==> config.mk <==
export PLATFORM = sky130hd
export DESIGN_NAME = log_unit_top
export DESIGN_NICKNAME = d
export VERILOG_FILES = /design/src/design/log_pkg.sv /design/src/design/log_credit_ctrl.sv /design/src/design/log_range_reduce.sv /design/src/design/log_norm_stage.sv /design/src/design/log_result_pack.sv /design/src/design/log_unit_top.sv
export SDC_FILE = /design/constraint.sdc
export NUM_CORES = 1
export LEC_CHECK = 0
export ABC_AREA = 1
export BUFFER_PORTS_ARGS = -buffer_cell sky130_fd_sc_hd__buf_2
export CAP_MARGIN = 10
export CORE_MARGIN = 4
export CORE_UTILIZATION = 35
export DETAILED_ROUTE_END_ITERATION = 8
export SYNTH_ARGS = -nofsm -noshare
export SYNTH_HDL_FRONTEND = slang
export SYNTH_SLANG_ARGS = --single-unit
==> constraint.sdc <==
create_clock -name clk -period 6.14 [get_ports clk]
set_clock_uncertainty 0.05 [all_clocks]
set_input_delay 0.307 -clock clk [delete_from_list [all_inputs] [get_ports clk]]
set_output_delay 0.307 -clock clk [all_outputs]
set_load 0.01 [all_outputs]
==> src/design/log_pkg.sv <==
package log_pkg;

    localparam int FIX_W = 24;            // accumulator and mantissa width
    localparam int FRAC_W = 20;           // y is 4.20 fixed point
    localparam int MAX_EXP = 9;           // largest unbiased exponent handled
    localparam int NUM_ITER = 7;          // normalization steps, k = 1..7
    localparam logic [7:0] EXP_BIAS = 8'd127;
    localparam logic [FIX_W-1:0] X_ONE = 24'h800000;   // 1.0 in the x domain
    localparam logic [31:0] ERR_WORD = 32'hffff_ffff;

    typedef enum logic [1:0]
    {
        LOG_10 = 2'd0,
        LOG_E = 2'd1,
        LOG_2 = 2'd2,
        LOG_2_ALT = 2'd3                  // handled as base 2
    } log_base_e;

    // log of 2 per base, 4.20 format
    localparam logic [FIX_W-1:0] LOG_OF_TWO [0:2] = '{
        24'h04d105,                       // log10(2)
        24'h0b1721,                       // ln(2)
        24'h100000                        // log2(2)
    };

    // log(1 + 2^-k) per base, k = 1..7
    localparam logic [FIX_W-1:0] LOG_STEP [0:2][1:7] = '{
        '{
            24'h02d145,                   // log10(3/2)
            24'h018cf2,
            24'h00d185,
            24'h006bd8,
            24'h0036bd,
            24'h001b94,
            24'h000dd8                    // log10(129/128)
        },
        '{
            24'h067cc9,                   // ln(3/2)
            24'h0391ff,
            24'h01e270,
            24'h00f852,
            24'h007e0a,
            24'h003f81,
            24'h001fe0                    // ln(129/128)
        },
        '{
            24'h095c02,                   // log2(3/2)
            24'h05269e,
            24'h02b803,
            24'h01663f,
            24'h00b5d7,
            24'h005b9e,
            24'h002dfd                    // log2(129/128)
        }
    };

    typedef struct packed
    {
        log_base_e base;
        logic [31:0] operand;             // single-precision float
    } log_req_t;

    typedef struct packed
    {
        log_base_e base;
        logic [FIX_W-1:0] x;              // mantissa being driven towards 1.0
        logic [FIX_W-1:0] y;              // log accumulator, 4.20
        logic err;                        // operand out of range
    } log_work_t;

    typedef struct packed
    {
        logic [31:0] result;
    } log_rsp_t;

    // table row for a base, the spare code folds onto base 2
    function automatic logic [1:0] base_row(input log_base_e base);
        logic [1:0] row;
        if (base == LOG_2_ALT)
        begin
            row = 2'd2;
        end
        else
        begin
            row = base;
        end
        return row;
    endfunction

endpackage

==> src/design/log_credit_ctrl.sv <==
module log_credit_ctrl #(
    parameter int CREDITS = 4
) (
    input  logic clk,
    input  logic reset,
    input  logic in_valid,
    input  logic credit_return,
    output logic in_ready,
    output logic accept
);

    localparam int CNT_W = $clog2(CREDITS + 1);
    localparam logic [CNT_W-1:0] CNT_MAX = CNT_W'(CREDITS);

    logic [CNT_W-1:0] credit_cnt;         // results the consumer can still take

    assign in_ready = (credit_cnt != '0);
    assign accept = in_valid && in_ready;

    // take and return in the same cycle cancel out
    always_ff @(posedge clk or posedge reset)
    begin
        if (reset)
        begin
            credit_cnt <= CNT_MAX;
        end
        else if (accept && !credit_return)
        begin
            credit_cnt <= credit_cnt - 1'b1;
        end
        else if (credit_return && !accept && (credit_cnt != CNT_MAX))
        begin
            credit_cnt <= credit_cnt + 1'b1;  // never above the granted count
        end
    end

endmodule

==> src/design/log_range_reduce.sv <==
module log_range_reduce (
    input  logic                clk,
    input  logic                reset,
    input  logic                in_accept,
    input  log_pkg::log_req_t   in_req,
    output logic                out_valid,
    output log_pkg::log_work_t  out_work
);

    logic [7:0] exp_unb;                  // unbiased exponent, wraps below 127
    logic [1:0] row;
    logic [log_pkg::FIX_W-1:0] scale;
    log_pkg::log_work_t work_next;

    always_comb
    begin
        exp_unb = in_req.operand[30:23] - log_pkg::EXP_BIAS;
        row = log_pkg::base_row(in_req.base);
        scale = exp_unb[3:0] + 1'b1;      // e + 1, the mantissa shift adds one

        work_next.base = in_req.base;
        work_next.err = in_req.operand[31] || (exp_unb > log_pkg::MAX_EXP);
        // hidden one restored, then halved so x starts below 1.0
        work_next.x = {1'b1, in_req.operand[22:0]} >> 1;
        work_next.y = scale * log_pkg::LOG_OF_TWO[row];
    end

    always_ff @(posedge clk or posedge reset)
    begin
        if (reset)
        begin
            out_valid <= 1'b0;
        end
        else
        begin
            out_valid <= in_accept;
        end
    end

    always_ff @(posedge clk)
    begin
        if (in_accept)
        begin
            out_work <= work_next;
        end
    end

endmodule

==> src/design/log_norm_stage.sv <==
module log_norm_stage #(
    parameter int STEP_K = 1
) (
    input  logic                clk,
    input  logic                reset,
    input  logic                in_valid,
    input  log_pkg::log_work_t  in_work,
    output logic                out_valid,
    output log_pkg::log_work_t  out_work
);

    logic [1:0] row;
    logic [log_pkg::FIX_W-1:0] x_sum;     // x * (1 + 2^-k)
    logic take;
    log_pkg::log_work_t work_next;

    always_comb
    begin
        row = log_pkg::base_row(in_work.base);
        x_sum = in_work.x + (in_work.x >> STEP_K);
        take = !in_work.err && (x_sum < log_pkg::X_ONE);   // only while x stays below 1.0

        work_next = in_work;
        if (take)
        begin
            work_next.x = x_sum;
            work_next.y = in_work.y - log_pkg::LOG_STEP[row][STEP_K];
        end
    end

    always_ff @(posedge clk or posedge reset)
    begin
        if (reset)
        begin
            out_valid <= 1'b0;
        end
        else
        begin
            out_valid <= in_valid;
        end
    end

    always_ff @(posedge clk)
    begin
        if (in_valid)
        begin
            out_work <= work_next;
        end
    end

endmodule

==> src/design/log_result_pack.sv <==
module log_result_pack (
    input  logic                clk,
    input  logic                reset,
    input  logic                in_valid,
    input  log_pkg::log_work_t  in_work,
    output logic                out_valid,
    output log_pkg::log_rsp_t   out_rsp
);

    logic [log_pkg::FIX_W-1:0] y_corr;    // y after the residual correction
    logic [log_pkg::FIX_W-1:0] y_norm;    // leading one moved to bit 20
    logic [4:0] lz;                       // leading zeros of y_corr, 24 when zero
    logic [7:0] exp_out;
    log_pkg::log_rsp_t rsp_next;

    // residual 1 - x approximates the remaining log, applied unscaled
    always_comb
    begin
        y_corr = in_work.y - ((log_pkg::X_ONE - in_work.x) >> 3);
    end

    // last hit wins, so the highest set bit sets the count
    always_comb
    begin
        lz = 5'd24;
        for (int i = 0; i < log_pkg::FIX_W; i++)
        begin
            if (y_corr[i])
            begin
                lz = 5'(log_pkg::FIX_W - 1 - i);
            end
        end
    end

    always_comb
    begin
        if (lz <= 5'd3)
        begin
            y_norm = y_corr >> (5'd3 - lz);
        end
        else
        begin
            y_norm = y_corr << (lz - 5'd3);
        end
        exp_out = 8'd130 - {3'b000, lz};  // bias plus the 3 integer bits

        if (in_work.err)
        begin
            rsp_next.result = log_pkg::ERR_WORD;
        end
        else if (y_corr == '0)
        begin
            rsp_next.result = 32'd0;
        end
        else
        begin
            rsp_next.result = {1'b0, exp_out, y_norm[log_pkg::FRAC_W-1:0], 3'b000};
        end
    end

    always_ff @(posedge clk or posedge reset)
    begin
        if (reset)
        begin
            out_valid <= 1'b0;
        end
        else
        begin
            out_valid <= in_valid;
        end
    end

    always_ff @(posedge clk)
    begin
        if (in_valid)
        begin
            out_rsp <= rsp_next;
        end
    end

endmodule

==> src/design/log_unit_top.sv <==
module log_unit_top #(
    parameter int CREDITS = 4
) (
    input  logic                clk,
    input  logic                reset,
    input  logic                in_valid,
    input  log_pkg::log_req_t   in_req,
    output logic                in_ready,
    output logic                out_valid,
    output log_pkg::log_rsp_t   out_rsp,
    input  logic                credit_return
);

    logic accept;                         // request taken this cycle

    // link n feeds normalization step n + 1, the last link feeds the packer
    logic [log_pkg::NUM_ITER:0] link_valid;
    log_pkg::log_work_t link_work [log_pkg::NUM_ITER+1];

    log_credit_ctrl #(
        .CREDITS        (CREDITS)
    ) credit_ctrl_i (
        .clk            (clk),
        .reset          (reset),
        .in_valid       (in_valid),
        .credit_return  (credit_return),
        .in_ready       (in_ready),
        .accept         (accept)
    );

    log_range_reduce range_reduce_i (
        .clk            (clk),
        .reset          (reset),
        .in_accept      (accept),
        .in_req         (in_req),
        .out_valid      (link_valid[0]),
        .out_work       (link_work[0])
    );

    generate
        for (genvar i = 0; i < log_pkg::NUM_ITER; i++)
        begin : g_norm
            log_norm_stage #(
                .STEP_K     (i + 1)
            ) norm_stage_i (
                .clk        (clk),
                .reset      (reset),
                .in_valid   (link_valid[i]),
                .in_work    (link_work[i]),
                .out_valid  (link_valid[i+1]),
                .out_work   (link_work[i+1])
            );
        end
    endgenerate

    log_result_pack result_pack_i (
        .clk            (clk),
        .reset          (reset),
        .in_valid       (link_valid[log_pkg::NUM_ITER]),
        .in_work        (link_work[log_pkg::NUM_ITER]),
        .out_valid      (out_valid),
        .out_rsp        (out_rsp)
    );

endmodule

==> results by group <==
CTS
  • CTS tree: done
  • Clock Tree Buf Depth: 3
  • H-tree depth: 2
  • Clk pin slew, worst setup/hold paths: approximately 0.060 ns
  • Num Clock Sinks: 445
  • Skew-Pair Late Insertion Delay: 0.63 ns
  • Total CTS buffers: between 50 and 60
  • CTS Root Cell: clkbuf_16

Worst setup path
  • Critical path buffers and inverters: 14
  • Worst Path Required: around 6.4 ns
  • Cell family with most CP delay: simple AND/OR/NAND/NOR gates
  • Critical Path AT: about 6.6 ns
  • Crit. End Element: flop
  • Startpoint types: flop
  • Slowest-stage cell, CP: edfxtp_1
  • Largest stage delay on the critical path: 0.37 ns
  • Path type of the worst setup path: flop to flop
  • Max FO, Critical Path: 6
  • Crit-path most repeated cell: inv_2

Route
  • Post-Route WL: 71.3 mm
  • DRT antenna net count: 0
  • Via density: 4.75
  • DRC: 0
  • Pre-antenna DRT Iters: 5
  • Via count: 25,900
  • WL per Instance: roughly 13 um
  • 1st-iter DRT viols: 1,194

Timing
  • Fin Hold WS: 0.0960 ns
  • Max_slew headroom: 0.293
  • Final setup vio count: 20
  • F_max: 158 MHz
  • Final period utilization: 1.03
  • RSZ-0062 raised after global routing: yes
  • Worst slew pin tran: 1.06 ns
  • Pins over their slew limit: 0
  • Fin crit period: 6.32 ns
  • Final WS setup: -0.176 ns
  • Hold Vio Cnt, Final: 0

Cells and area
  • Core Util, Final: 0.413
  • Design area: 39,300 um2
  • Fin cells: 5,467
  • # diodes: 0
  • Layout cells sized above 1: 0.128
  • Area growth syn-to-layout: 16.6%
  • Fin nets: between 4,000 and 5,000

Outcome
  • Outcome: finished, violations left
  • Failing checks: negative setup slack

Logic synthesis
  • Post-synth top area share: 0.386
  • Synth top area cells: edfxtp_1 39%, ha_1 12%, nand2_1 10%
  • YS warnings: 0
  • Synthesized flop and latch total: 445
  • Mapped Area: 33,700 um2
  • Most numerous cell in the Yosys netlist: nand2_1
  • Seq/Total Area, Yosys: 0.395
  • Synth area leader: edfxtp_1
  • Syn Area/Cell: 8.65 um2
  • Synth top cells by count: 920 x nand2_1, 433 x edfxtp_1, 352 x inv_1
  • Post-synth ARST share: 0.0270
  • Main synth FF type: edfxtp_1
  • Post-synth EDFFs: 433
  • Synth cell types: 74
  • Post-synthesis cell count: 3,893

Power
  • Peak VDD IR: around 0.3 mV
  • Power Dens Cells: approximately 560 nW/um2
  • Leak: 17.5 nW

Floorplanning
  • Die X: 318 um
  • Die footprint: between 100,000 and 150,000 um2
  • I/O Pins: 72
  • Initial cell density of the core: 0.354
  • Row Count: 113
  • Die H: about 320 um
  • Core Box Area: between 90,000 and 100,000 um2

Global route
  • Global-route wire length before repair: approximately 120 mm
  • Remaining Overflow, GRT: 0
  • Total GRT Usage: 0.140
  • Initial antenna violation count: 0
  • Pin count of the biggest net entering global routing: 67
  • Vias in the first global route: 26,000

Run
  • Max_cap viols: 0

Place
  • GPL Wtd Cong: ~0.9
  • Area of placed instances: 36,300 um2
  • Placed cells: roughly 5,300
  • Hpwl dp: 56.3 mm
  • Port Buf Inserts: 70

Worst hold path
  • Hold Path Class: input pin to flop
-- per-layer routing --
| layer | global-route usage | up-vias | part of all wire |
|---|---|---|---|
| li1 | - | 13900 | - |
| met1 | 0.160 | 11500 | 0.42 |
| met2 | 0.265 | 378 | 0.52 |
| met3 | 0.0177 | 134 | 0.031 |
| met4 | 0.0499 | 0 | 0.032 |
| met5 | 0 | - | 0 |
-- state kept, by name (all words and copies together), names as in the netlist --
signal,cells
credit_ctrl_i.credit_cnt,3
g_norm.norm_stage_i.out_valid,7
g_norm.norm_stage_i.out_work,355
range_reduce_i.out_valid,1
range_reduce_i.out_work,49
result_pack_i.out_rsp,29
result_pack_i.out_valid,1
-- final timing paths --
kind,from,end,slack [ns],cells past startpoint
setup reg to reg,g_norm[6].norm_stage_i.out_work[27],result_pack_i.out_rsp[12],-0.18,51
setup / recovery,g_norm[6].norm_stage_i.out_work[27],result_pack_i.out_rsp[12],-0.18,51
min in group asynchronous,reset,g_norm[1].norm_stage_i.out_valid,0.25,3
max in group asynchronous,reset,g_norm[3].norm_stage_i.out_valid,5.36,3
hold / removal,in_valid,credit_ctrl_i.credit_cnt[2],0.1,5
hold reg to reg,g_norm[4].norm_stage_i.out_work[0],g_norm[5].norm_stage_i.out_work[0],0.40,0
-- area by class of cell --
cell class	instances	area, um2
repair inverters	1	7.51
well taps	1265	1580
multi-input cells	2992	19000
clock inverters	34	258
inverters	382	1470
repair buffers	282	2230
fillers	9322	55900
clock buffers	66	1400
flip-flops and latches	445	13300
-- worst min-delay path: stages --
cell	delay (ns)
buf_2	0.08
o21ai_0	0.07
nand2_1	0.08
mux2_2	0.15
xor2_1	0.06
-- cells in the final DEF (no fill, tap or decap), types with 161 or more instances in the layout --
cell | synthesis | final
ha_1 | 325 | 321
edfxtp_1 | 433 | 433
buf_4 | 3 | 161
o21ai_0 | 333 | 329
a21oi_1 | 278 | 272
nand3_1 | 264 | 236
nand2_1 | 920 | 898
inv_1 | 352 | 344
xor2_1 | 182 | 182
nor2_1 | 181 | 177
-- through the flow --
step | power (W) | TNS [ns] | setup WS, ns
floorplan | 0.0148 | -0.967 | -0.131
global placement | 0.0183 | -6.06 | -0.388
detailed placement | 0.0184 | -7.48 | -0.445
CTS | 0.0220 | -1.74 | -0.164
global route | 0.0243 | -13.09 | -0.655
finish | 0.0221 | -2.56 | -0.176
-- logic make-up (layout without fill, tap and decap cells) --
kind of cell	after synthesis	in the layout	share of synthesized area
compound gates	766	766	0.125
xor+xnor	328	328	0.0878
fa+ha+maj	362	362	0.143
buf+inv	480	765	0.0561
flops	445	445	0.395
mux	1	1	0.000334
other cells	1	25	0.000111
simple gates	1510	1510	0.193
-- power by group --
group | switching (W) | internal [W] | total [W]
sequential | 0.000885 | 0.00481 | 0.00569
combinational | 0.00800 | 0.00553 | 0.0135
clock | 0.00125 | 0.00167 | 0.00292
total | 0.0101 | 0.0120 | 0.0221
-- what timing repair did --
action,in CTS,in global routing
gates cloned,5,0
pin swaps,51,27
endpoints found under the setup margin,23,27
hold buffers,28,0
buffers inserted,44,11
resized for setup,79,36
hold endpoints to repair,39,0
Power figures use the tool's default switching activity.
